**src/line_buffer_pkg.sv**
```systemverilog
// Sizes, pixel and address types, bank control and window structs, sequencer states
package line_buffer_pkg;

    localparam int LINE_WIDTH = 8;
    localparam int FRAME_ROWS = 8;
    localparam int NUM_BANKS  = 5;
    localparam int WIN_SIZE   = 4;
    localparam int PIXEL_W    = 24;

    localparam int COL_W     = $clog2(LINE_WIDTH);
    localparam int BANK_W    = $clog2(NUM_BANKS);
    localparam int ROW_W     = $clog2(FRAME_ROWS + 1);
    localparam int WIN_CNT_W = $clog2(WIN_SIZE);

    typedef logic [PIXEL_W-1:0] pixel_t;    // Packed RGB, 8 bits per channel
    typedef logic [COL_W-1:0]   col_addr_t;
    typedef logic [BANK_W-1:0]  bank_idx_t;
    typedef logic [ROW_W-1:0]   row_cnt_t;

    localparam col_addr_t LAST_COL      = col_addr_t'(LINE_WIDTH - 1);
    localparam row_cnt_t  LAST_FILL_ROW = row_cnt_t'(WIN_SIZE - 1);
    localparam row_cnt_t  ALL_ROWS      = row_cnt_t'(FRAME_ROWS);

    typedef struct packed {
        logic      cs;
        logic      we;
        col_addr_t addr;
    } bank_ctrl_t;

    typedef struct packed {
        pixel_t row0;    // Oldest row of the pass
        pixel_t row1;
        pixel_t row2;
        pixel_t row3;
    } win_col_t;

    typedef struct packed {
        win_col_t col0;    // Leftmost column
        win_col_t col1;
        win_col_t col2;
        win_col_t col3;
    } window_t;

    typedef enum logic {
        FILL,
        RUN
    } seq_state_t;

    // Bank index base+offset modulo NUM_BANKS, valid for offset below NUM_BANKS
    function automatic bank_idx_t bank_add(bank_idx_t base, int offset);
        int sum;
        sum = int'(base) + offset;
        if (sum >= NUM_BANKS) begin
            sum = sum - NUM_BANKS;
        end
        return bank_idx_t'(sum);
    endfunction

endpackage

```
**src/column_scanner.sv**
```systemverilog
// Read column counter issuing bank reads and ordering bank data into a window column
module column_scanner (
    input  logic                       clk,
    input  logic                       rst_n,
    input  logic                       pass_start,
    input  line_buffer_pkg::bank_idx_t oldest_bank,
    input  logic                       accept_col,
    input  line_buffer_pkg::pixel_t    bank_data [line_buffer_pkg::NUM_BANKS],
    output logic                       rd_en,
    output line_buffer_pkg::col_addr_t rd_addr,
    output logic                       col_valid,
    output line_buffer_pkg::win_col_t  col_data,
    output logic                       pass_done
);
    import line_buffer_pkg::*;

    logic active;

    // Pending read is the one whose data is on col_valid this cycle
    assign rd_en = active && accept_col && !col_valid;

    always_comb begin
        col_data.row0 = bank_data[bank_add(oldest_bank, 0)];
        col_data.row1 = bank_data[bank_add(oldest_bank, 1)];
        col_data.row2 = bank_data[bank_add(oldest_bank, 2)];
        col_data.row3 = bank_data[bank_add(oldest_bank, 3)];
    end

    always_ff @(posedge clk or negedge rst_n) begin
        if (!rst_n) begin
            active    <= 1'b0;
            rd_addr   <= '0;
            col_valid <= 1'b0;
            pass_done <= 1'b0;
        end else begin
            col_valid <= rd_en;
            pass_done <= rd_en && (rd_addr == LAST_COL);    // Arrives with the last column
            if (pass_start) begin
                active  <= 1'b1;
                rd_addr <= '0;
            end else if (rd_en) begin
                if (rd_addr == LAST_COL) begin
                    active  <= 1'b0;
                    rd_addr <= '0;
                end else begin
                    rd_addr <= rd_addr + col_addr_t'(1);
                end
            end
        end
    end

endmodule

```
**src/frame_sequencer.sv**
```systemverilog
// Fill and run FSM with bank rotation, write column, input ready and per-bank control
module frame_sequencer (
    input  logic                        clk,
    input  logic                        rst_n,
    input  logic                        in_valid,
    output logic                        in_ready,
    input  logic                        pass_done,
    input  logic                        rd_en,
    input  line_buffer_pkg::col_addr_t  rd_addr,
    output logic                        pass_start,
    output line_buffer_pkg::bank_idx_t  oldest_bank,
    output line_buffer_pkg::bank_ctrl_t bank_ctrl [line_buffer_pkg::NUM_BANKS]
);
    import line_buffer_pkg::*;

    seq_state_t state;
    col_addr_t  wr_col;
    row_cnt_t   rows_written;
    bank_idx_t  wr_bank;
    logic       done_seen;
    logic       spare_full;
    logic       wr_fire;
    logic       row_done;
    logic       last_pass;
    logic       pass_end;

    assign wr_fire  = in_valid && in_ready;
    assign row_done = wr_fire && (wr_col == LAST_COL);

    // A pass with no spare row left to write is the last one of the frame
    assign last_pass = (rows_written == ALL_ROWS) && !spare_full;
    assign pass_end  = (state == RUN) && (pass_done || done_seen)
                       && (spare_full || row_done || last_pass);

    assign in_ready = (state == FILL) ? 1'b1 : (!spare_full && (rows_written != ALL_ROWS));

    always_comb begin
        if (state == FILL) begin
            wr_bank = bank_add(oldest_bank, int'(rows_written));
        end else begin
            wr_bank = bank_add(oldest_bank, WIN_SIZE);    // The spare bank
        end
    end

    always_comb begin
        for (int b = 0; b < NUM_BANKS; b++) begin
            if (bank_idx_t'(b) == wr_bank) begin
                bank_ctrl[b].cs   = wr_fire;
                bank_ctrl[b].we   = 1'b1;
                bank_ctrl[b].addr = wr_col;
            end else begin
                bank_ctrl[b].cs   = rd_en;
                bank_ctrl[b].we   = 1'b0;
                bank_ctrl[b].addr = rd_addr;
            end
        end
    end

    always_ff @(posedge clk or negedge rst_n) begin
        if (!rst_n) begin
            state        <= FILL;
            wr_col       <= '0;
            rows_written <= '0;
            oldest_bank  <= '0;
            done_seen    <= 1'b0;
            spare_full   <= 1'b0;
            pass_start   <= 1'b0;
        end else begin
            pass_start <= 1'b0;
            if (wr_fire) begin
                wr_col <= (wr_col == LAST_COL) ? '0 : wr_col + col_addr_t'(1);
            end
            if (row_done) begin
                rows_written <= rows_written + row_cnt_t'(1);
            end
            case (state)
                FILL: begin
                    if (row_done && (rows_written == LAST_FILL_ROW)) begin
                        state      <= RUN;
                        pass_start <= 1'b1;
                    end
                end
                RUN: begin
                    if (pass_end) begin
                        done_seen  <= 1'b0;
                        spare_full <= 1'b0;
                        if (last_pass) begin
                            state        <= FILL;
                            rows_written <= '0;
                            oldest_bank  <= '0;
                        end else begin
                            pass_start  <= 1'b1;
                            oldest_bank <= bank_add(oldest_bank, 1);    // Oldest row drops out
                        end
                    end else begin
                        if (pass_done) begin
                            done_seen <= 1'b1;
                        end
                        if (row_done) begin
                            spare_full <= 1'b1;
                        end
                    end
                end
                default: state <= FILL;
            endcase
        end
    end

endmodule

```
**src/line_buffer_top.sv**
```systemverilog
// Window generator top with sequencer, scanner, shifter and five row banks
module line_buffer_top (
    input  logic                     clk,
    input  logic                     rst_n,
    input  logic                     in_valid,
    output logic                     in_ready,
    input  line_buffer_pkg::pixel_t  in_pixel,
    output logic                     out_valid,
    input  logic                     out_ready,
    output line_buffer_pkg::window_t out_window
);
    import line_buffer_pkg::*;

    logic       pass_start;
    logic       pass_done;
    logic       rd_en;
    logic       col_valid;
    logic       accept_col;
    bank_idx_t  oldest_bank;
    col_addr_t  rd_addr;
    win_col_t   col_data;
    bank_ctrl_t bank_ctrl [NUM_BANKS];
    pixel_t     bank_data [NUM_BANKS];

    frame_sequencer u_sequencer (
        .clk         (clk),
        .rst_n       (rst_n),
        .in_valid    (in_valid),
        .in_ready    (in_ready),
        .pass_done   (pass_done),
        .rd_en       (rd_en),
        .rd_addr     (rd_addr),
        .pass_start  (pass_start),
        .oldest_bank (oldest_bank),
        .bank_ctrl   (bank_ctrl)
    );

    column_scanner u_scanner (
        .clk         (clk),
        .rst_n       (rst_n),
        .pass_start  (pass_start),
        .oldest_bank (oldest_bank),
        .accept_col  (accept_col),
        .bank_data   (bank_data),
        .rd_en       (rd_en),
        .rd_addr     (rd_addr),
        .col_valid   (col_valid),
        .col_data    (col_data),
        .pass_done   (pass_done)
    );

    window_shifter u_shifter (
        .clk        (clk),
        .rst_n      (rst_n),
        .col_valid  (col_valid),
        .col_data   (col_data),
        .pass_start (pass_start),
        .accept_col (accept_col),
        .out_valid  (out_valid),
        .out_ready  (out_ready),
        .out_window (out_window)
    );

    for (genvar b = 0; b < NUM_BANKS; b++) begin : g_bank
        row_bank u_bank (
            .clk     (clk),
            .ctrl    (bank_ctrl[b]),
            .wr_data (in_pixel),    // All banks see the input, only the write bank selects it
            .rd_data (bank_data[b])
        );
    end

endmodule

```
**src/row_bank.sv**
```systemverilog
// Single row memory with synchronous write and registered read
module row_bank (
    input  logic                        clk,
    input  line_buffer_pkg::bank_ctrl_t ctrl,
    input  line_buffer_pkg::pixel_t     wr_data,
    output line_buffer_pkg::pixel_t     rd_data
);
    import line_buffer_pkg::*;

    pixel_t mem [LINE_WIDTH];

    always_ff @(posedge clk) begin
        if (ctrl.cs) begin
            if (ctrl.we) begin
                mem[ctrl.addr] <= wr_data;
            end else begin
                rd_data <= mem[ctrl.addr];    // Data shows up the cycle after the select
            end
        end
    end

endmodule

```
**src/window_shifter.sv**
```systemverilog
// Four-column window shift register with a held valid/ready output
module window_shifter (
    input  logic                      clk,
    input  logic                      rst_n,
    input  logic                      col_valid,
    input  line_buffer_pkg::win_col_t col_data,
    input  logic                      pass_start,
    output logic                      accept_col,
    output logic                      out_valid,
    input  logic                      out_ready,
    output line_buffer_pkg::window_t  out_window
);
    import line_buffer_pkg::*;

    win_col_t             hist [WIN_SIZE-1];    // Previous columns, oldest first
    logic [WIN_CNT_W-1:0] col_cnt;
    logic                 full;

    assign full       = (col_cnt == WIN_CNT_W'(WIN_SIZE - 1));
    assign accept_col = !out_valid || out_ready;

    always_ff @(posedge clk or negedge rst_n) begin
        if (!rst_n) begin
            col_cnt   <= '0;
            out_valid <= 1'b0;
        end else begin
            if (pass_start) begin
                col_cnt <= '0;
            end else if (col_valid && !full) begin
                col_cnt <= col_cnt + 1'b1;
            end
            if (col_valid && full) begin
                out_valid <= 1'b1;
            end else if (out_ready) begin
                out_valid <= 1'b0;
            end
        end
    end

    // A column only arrives once the previous window has left
    always_ff @(posedge clk) begin
        if (col_valid) begin
            for (int k = 0; k < WIN_SIZE - 2; k++) begin
                hist[k] <= hist[k+1];
            end
            hist[WIN_SIZE-2] <= col_data;
            if (full) begin
                out_window <= '{col0: hist[0], col1: hist[1], col2: hist[2], col3: col_data};
            end
        end
    end

endmodule
```
**config.mk**
```make
export PLATFORM = sky130hd
export DESIGN_NAME = line_buffer_top
export DESIGN_NICKNAME = d
export VERILOG_FILES = /design/src/line_buffer_pkg.sv /design/src/column_scanner.sv /design/src/frame_sequencer.sv /design/src/line_buffer_top.sv /design/src/row_bank.sv /design/src/window_shifter.sv
export SDC_FILE = /design/constraint.sdc
export NUM_CORES = 2
export LEC_CHECK = 0
export BUFFER_PORTS_ARGS = -buffer_cell sky130_fd_sc_hd__buf_2
export CAP_MARGIN = 20
export CORE_MARGIN = 2
export CORE_UTILIZATION = 50
export CTS_BUF_LIST = sky130_fd_sc_hd__clkbuf_2 sky130_fd_sc_hd__clkbuf_4 sky130_fd_sc_hd__clkbuf_8
export CTS_CLUSTER_DIAMETER = 200
export DETAILED_ROUTE_END_ITERATION = 16
export GPL_TIMING_DRIVEN = 0
export HOLD_SLACK_MARGIN = 0.06
export PLACE_DENSITY = 0.69
export SLEW_MARGIN = 20
export SYNTH_ARGS = -nofsm -noshare
export SYNTH_HDL_FRONTEND = slang
export SYNTH_SLANG_ARGS = --single-unit
```
**constraint.sdc**
```tcl
create_clock -name clk -period 15.03 [get_ports clk]
set_input_delay 3.006 -clock clk [delete_from_list [all_inputs] [get_ports clk]]
set_output_delay 3.006 -clock clk [all_outputs]
set_load 0.01 [all_outputs]
```
### Yosys cells after proc, flatten, opt, wreduce, memory -nomap -nowiden

Memory sizes are Yosys's and may differ from the RTL's. A register that Yosys moved wholly into a read port is not among the register bits.
Cells that the tools add are included.

| cells by class | value |
|---|---|
| add/sub/neg operators | 15 |
| magnitude comparators | 10 |
| equal/unequal tests | 10 |
| multiplexer cells | 68 |
| bitwise gates (word level) | 10 |
| reductions and logical operators | 37 |

Operators with widths:

| kind | count |
|---|---|
| 24-bit binary-select mux with 3-bit select | 4 |
| 24-bit 2-to-1 mux | 8 |
| 3-bit 2-to-1 mux | 12 |
| 1-bit 2-to-1 mux | 31 |
| 5-bit 2-to-1 mux | 5 |
| 2-bit AND reduction | 10 |
| 3-bit subtractor, second input constant | 6 |
| 4-bit by 3-bit greater-or-equal comparator with 1-bit output, second input constant | 4 |
| 4-bit greater-or-equal comparator, second input constant | 4 |
| 4-bit 2-to-1 mux | 4 |
| 3-bit NOT with 4-bit output | 4 |
| 1-bit logical AND | 12 |
| 2-bit nonzero test | 6 |
| 3-bit by 2-bit adder with 4-bit output, second input constant | 2 |
| 3-bit by 1-bit adder with 3-bit output, second input constant | 2 |
| 2-bit by 3-bit == test with 1-bit output, first input constant | 2 |
| 3-bit == test, second input constant | 2 |
| 1-bit NOT | 6 |
| 3-bit by 4-bit adder with 5-bit output | 1 |
| 5-bit by 3-bit greater-or-equal comparator with 1-bit output, second input constant | 1 |
| 3-bit by 1-bit adder with 4-bit output, second input constant | 1 |
| 3-bit by 3-bit adder with 4-bit output, second input constant | 1 |
| 4-bit by 1-bit adder with 4-bit output, second input constant | 1 |
| 4-bit by 2-bit == test with 1-bit output, second input constant | 1 |
| other kinds (12) | 20 |

| storage, ports and cells | value |
|---|---|
| register bits | 311 |
| memory bits (writable) | 1248 |
| bits of input ports | 28 |
| output and inout port bits | 386 |
| memories | 6 |

Memories:

| memory | depth | bits a word | rd ports | clocked after Yosys merged registers in | write ports | line | text |
|---|---|---|---|---|---|---|---|
| u_shifter.hist | 3 | 96 | 3 | 1 | 3 | window_shifter.sv:15 | `win_col_t hist [WIN_SIZE-1];` |
| g_bank[0].u_bank.mem | 8 | 24 | 1 | 1 | 1 | row_bank.sv:10 | `pixel_t mem [LINE_WIDTH];` |
| g_bank[1].u_bank.mem | 8 | 24 | 1 | 1 | 1 | row_bank.sv:10 |  |
| g_bank[2].u_bank.mem | 8 | 24 | 1 | 1 | 1 | row_bank.sv:10 |  |
| g_bank[3].u_bank.mem | 8 | 24 | 1 | 1 | 1 | row_bank.sv:10 |  |
| g_bank[4].u_bank.mem | 8 | 24 | 1 | 1 | 1 | row_bank.sv:10 |  |

### Depth between registers and ports, before layout

| logic depth | value |
|---|---|
| word-level depth | 10 |
| depth in mapped cells | 16 |

### By module

A second synthesis with hierarchy kept.

| unflattened totals | value |
|---|---|
| cells, all modules | 3256 |
| area, all modules | 67986.5 µm² |

Modules (own cells, without submodules):

| module | instances | cells each | area an instance (µm²) | seq. area each (µm²) |
|---|---|---|---|---|
| row_bank (g_bank[0].u_bank ...) | 3 | 324 | 8114.0 | 6486.2 |
| window_shifter | 1 | 686 | 20348.3 | 20254.4 |
| row_bank (g_bank[3].u_bank ...) | 2 | 324 | 8111.5 | 6486.2 |
| column_scanner | 1 | 786 | 5497.8 | 150.1 |
| frame_sequencer | 1 | 164 | 1575.3 | 350.3 |

### Worst setup path after synthesis

Ideal clock, no wire load.

| path | value |
|---|---|
| path kind | reg2reg |
| start point | register u_scanner.col_valid |
| end point | register u_shifter.out_window[0] (netlist name) |
| setup time | 710 ps |
| arrival time | 14226 ps |
| data required time | 14320 ps |
| setup slack | 94 ps |
| cell stages (with the launch flop) | 3 |
| period minus slack after synthesis | 14936 ps |
| cell sequence | dfrtp_1 nand2_1 inv_1 |

| on the way | value |
|---|---|
| longest elaborated chain between the ends | 1 |

Ends and longest elaborated chain:

| element | line | text |
|---|---|---|
| from (decl) | column_scanner.sv:11 | `output logic col_valid,` |
| from (signal assigned) | column_scanner.sv:36 | `col_valid <= rd_en;` |
| 2-bit AND reduction (no source line) | -- |  |

No other way between the ends.
A chain may end at the register's enable or synchronous reset.

### Worst setup path in the final report

| path | value |
|---|---|
| start point | register u_sequencer.oldest_bank[0] |
| end point | memory g_bank[4].u_bank.mem[2][3] (netlist name) (enable) |

| on the way | value |
|---|---|
| longest elaborated chain between the ends | 9 |

Ends and longest elaborated chain:

| element | line | text |
|---|---|---|
| from (decl) | frame_sequencer.sv:11 | `output line_buffer_pkg::bank_idx_t oldest_bank,` |
| from (signal assigned) | frame_sequencer.sv:93 | `oldest_bank <= bank_add(oldest_bank, 1);` |
| 3-bit by 4-bit adder with 5-bit output / 3-bit by 3-bit adder with 4-bit output (equally long branches) | line_buffer_pkg.sv:52 | `sum = int'(base) + offset;` |
| 5-bit by 3-bit greater-or-equal comparator with 1-bit output (tied with other cells) | line_buffer_pkg.sv:53 | `if (sum >= NUM_BANKS) begin` |
| 3-bit 2-to-1 mux | line_buffer_pkg.sv:53 |  |
| 3-bit 2-to-1 mux * | frame_sequencer.sv:38 | `if (state == FILL) begin` |
| 3-bit == test * | frame_sequencer.sv:47 | `if (bank_idx_t'(b) == wr_bank) begin` |
| 5-bit 2-to-1 mux * | frame_sequencer.sv:47 |  |
| 1-bit 2-to-1 mux | row_bank.sv:14 | `if (ctrl.we) begin` |
| 1-bit 2-to-1 mux | row_bank.sv:13 | `if (ctrl.cs) begin` |
| 1-bit 2-to-1 mux (implied by the code) | row_bank.sv:15 | `mem[ctrl.addr] <= wr_data;` |
| to (decl) | row_bank.sv:10 |  |

Every way passes the cells marked *; elsewhere a longest branch is shown, timed or not.

==> impl_metrics.tcl <==
set metrics [dict create \
    clkSinkCount 1775 \
    overflow 0 \
    setup-violations-final 0 \
    grt_use_total_pct 27.72 \
    ys_types 66 \
    cp-end-kind "flip-flop" \
    final_hold_viol_count 0 \
    cap_violations 0 \
    drtIter0Drc 6660 \
    async_flop_share_pct 1.296 \
    synth_edf_count 1752 \
    r2r_setup_slack_ps 8260 \
    drv_slew 0 \
    fin_nets 5109 \
    rsz0062_at_grt "false" \
    dr.pass1.iters 12 \
    min_period_ps 6775 \
    cts_inserted_buffers 295 \
    max-slew-margin-rel_pct 20.72 \
    timing.hold.ws_ps 381.2 \
    violations "DRC" \
    core.rowCount 136 \
    ys_ff_latch 1775 \
    final_cell_mix "1752 x edfxtp_1, 441 x buf_2, 352 x a21oi_1" \
    fin_crit_sh_pct 45.07 \
    vdd_drop_max_v 0.0001446 \
    syn_nets 4344 \
    seq_area_um2 53190 \
    ys_seq_area_share_pct 76.56 \
    post_cts_buffers 0 \
    gp_congestion 0.9505 \
    cts_resized 0 \
    leakage_nw 26.73 \
    grt_max_degree 109 \
    path_max_fanout 24 \
    skew_ps 98.44 \
    multi_input_area_um2 15240 \
    grt_pass1_vias 42915 \
    grt_pass1_wl_um 285600 \
    clk_pin_slew_ps 60 \
    area_delta_synth_final_pct 15.61 \
    antenna_found_initial 10 \
    final_common_cell "edfxtp_1" \
    vias 44524 \
    powerDensity_nw_per_um2 205.5 \
    die_h_um 376.7 \
    fillerInstances 10301 \
    worst_pin_slew_ps 1189 \
    status "finished with violations" \
    layout-drive-gt1-share_pct 22.13 \
    max_freq_mhz 147.6 \
    ys_warn_count 0 \
    utilization_pct 58.34 \
    worstPathRequired_ps 15630 \
    postRouteAntennaNets 0 \
    hp-class "flip-flop to flip-flop" \
    final_cell_area_um2 80320 \
    critPathArrivalTime_ps 7370 \
    drc 4 \
    clock-root-buffer "clkbuf_8" \
    totalWireLength_um 200600 \
    dp_hpwl_um 135600 \
    cts_max_path_buffers 4 \
    syn_avg_cell_area_um2 16.18 \
    place_area_um2 74900 \
    port_buffers 413 \
    insertion_delay_ps 1030 \
    h-tree-depth 5 \
    path_class "flip-flop to flip-flop" \
    cts_tree "yes" \
    postCtsHoldBufs 0 \
    syn_inst 4293 \
    synthFlopType "edfxtp_1" \
    cp-start-kind "flip-flop" \
    coreArea_um2 137700 \
    dieArea_um2 141900 \
    p_total_mw 16.51 \
    design.portCount 414 \
    start_util_pct 50.46 \
    setup_tns_ps 0 \
    wire_per_inst_um 28.46 \
    fp.dieW_um 376.7 \
    viasPerCell 6.317 \
    synth_area_um2 69470 \
]
## synth_stat cells, types with 32 or more instances
cell      count  area share [%]
o21ai_1      32            0.23
mux2_1       47            0.76
buf_2        38            0.27
a21oi_1     354             2.6
nand3_1     300             2.2
nor4_1       50            0.45
a211oi_1     49            0.53
a221o_1      49            0.71
o21ai_0     271             2.0
nor2_1       48            0.26
a22o_1       96             1.2
edfxtp_1   1752              76
a32oi_1      48            0.61
a311oi_1     97             1.2
clkbuf_1    267             1.4
nand2_1     312             1.7
or4_1        72            0.78
mux4_2       96             3.1
o22ai_1      51            0.46
mux2_2       58            0.94
## through the flow
stage	worst slack (ps)	cells
2_1_floorplan	94.41	4293
4_1_cts	8527	7041
6_report	8255	7048
3_5_place_dp	8538	6552
3_3_place_gp	-9938	6500
5_1_grt	8188	7047
## per-layer routing
metal  vias up  wire length (µm)  global-route usage (%)
li1      18829                 -                       -
met1     21960             72630                   36.12
met2      3205             93730                   43.44
met3       522             25080                   7.758
met4         8              9020                   12.60
met5         -               103                  0.3431
## worst max-delay path: stages, from the launching register on
cell,delay (ps)
dfrtp_1,540
ha_1,330
fa_1,690
inv_1,110
ha_1,240
o31ai_1,310
a32o_1,300
nor4_4,80
nor3_4,470
clkbuf_1,670
buf_2,380
buf_1,650
nand3_1,730
nor2_4,890
## worst paths after layout
| kind | start | end | depth (start not counted) |
|---|---|---|---|
| worst max-delay path | u_sequencer.oldest_bank[0]$_DFFE_PN0P_ | g_bank[4].u_bank.mem[2][3]$_DFFE_PP_ | 13 |
| worst min-delay path | u_shifter.hist[0][54]$_DFFE_PP_ | u_shifter.out_window[342]$_DFFE_PP_ | 0 |
| worst max register to register | u_sequencer.oldest_bank[0]$_DFFE_PN0P_ | g_bank[4].u_bank.mem[2][3]$_DFFE_PP_ | 13 |
| worst min register to register | u_shifter.hist[0][54]$_DFFE_PP_ | u_shifter.out_window[342]$_DFFE_PP_ | 0 |
| max in group asynchronous | rst_n | u_scanner.col_valid$_DFF_PN0_ | 1 |
| min in group asynchronous | rst_n | u_shifter.out_valid$_DFFE_PN0P_ | 1 |
## cell families (layout without fill, tap and decap cells)
kind of cell | count (synthesis) | in the layout | synth area share, %
adders and majority gates | 23 | 23 | 0.4359
AOI/OAI and AO/OA | 1073 | 1073 | 9.807
buffers and inverters | 343 | 1300 | 1.965
and+or+nand+nor | 853 | 853 | 6.035
muxes | 217 | 217 | 5.083
other | 0 | 4 | 0
DFF | 1775 | 1775 | 76.56
xor gates and xnor gates | 9 | 9 | 0.1135
## registers in the layout, summed over array words and instances (netlist names), 2 cells and up
register and count:
g_bank.u_bank.mem 960, u_shifter.out_window 384, u_shifter.hist 288, g_bank.u_bank.rd_data 120, u_sequencer.rows_written 4, u_scanner.rd_addr 3, u_sequencer.oldest_bank 3, u_sequencer.wr_col 3
u_shifter.col_cnt 2
## layout make-up
cell class / instances / area share, %
Antenna cell: 4 / 0.01246
Buffer: 323 / 1.608
Clock buffer: 376 / 5.875
Clock inverter: 113 / 0.7400
Inverter: 20 / 0.1028
Multi-Input combinational cell: 2175 / 18.97
Sequential cell: 1775 / 66.23
Tap cell: 1794 / 2.795
Timing Repair Buffer: 468 / 3.667
## power by group
group | leakage, nW | switching (mW) | internal [mW] | total [mW]
sequential | 16.1 | 0.365 | 6.34 | 6.70
combinational | 7.81 | 4.13 | 1.73 | 5.86
clock | 2.79 | 1.85 | 2.09 | 3.94
Note: power is estimated with default switching activity, not from simulation.
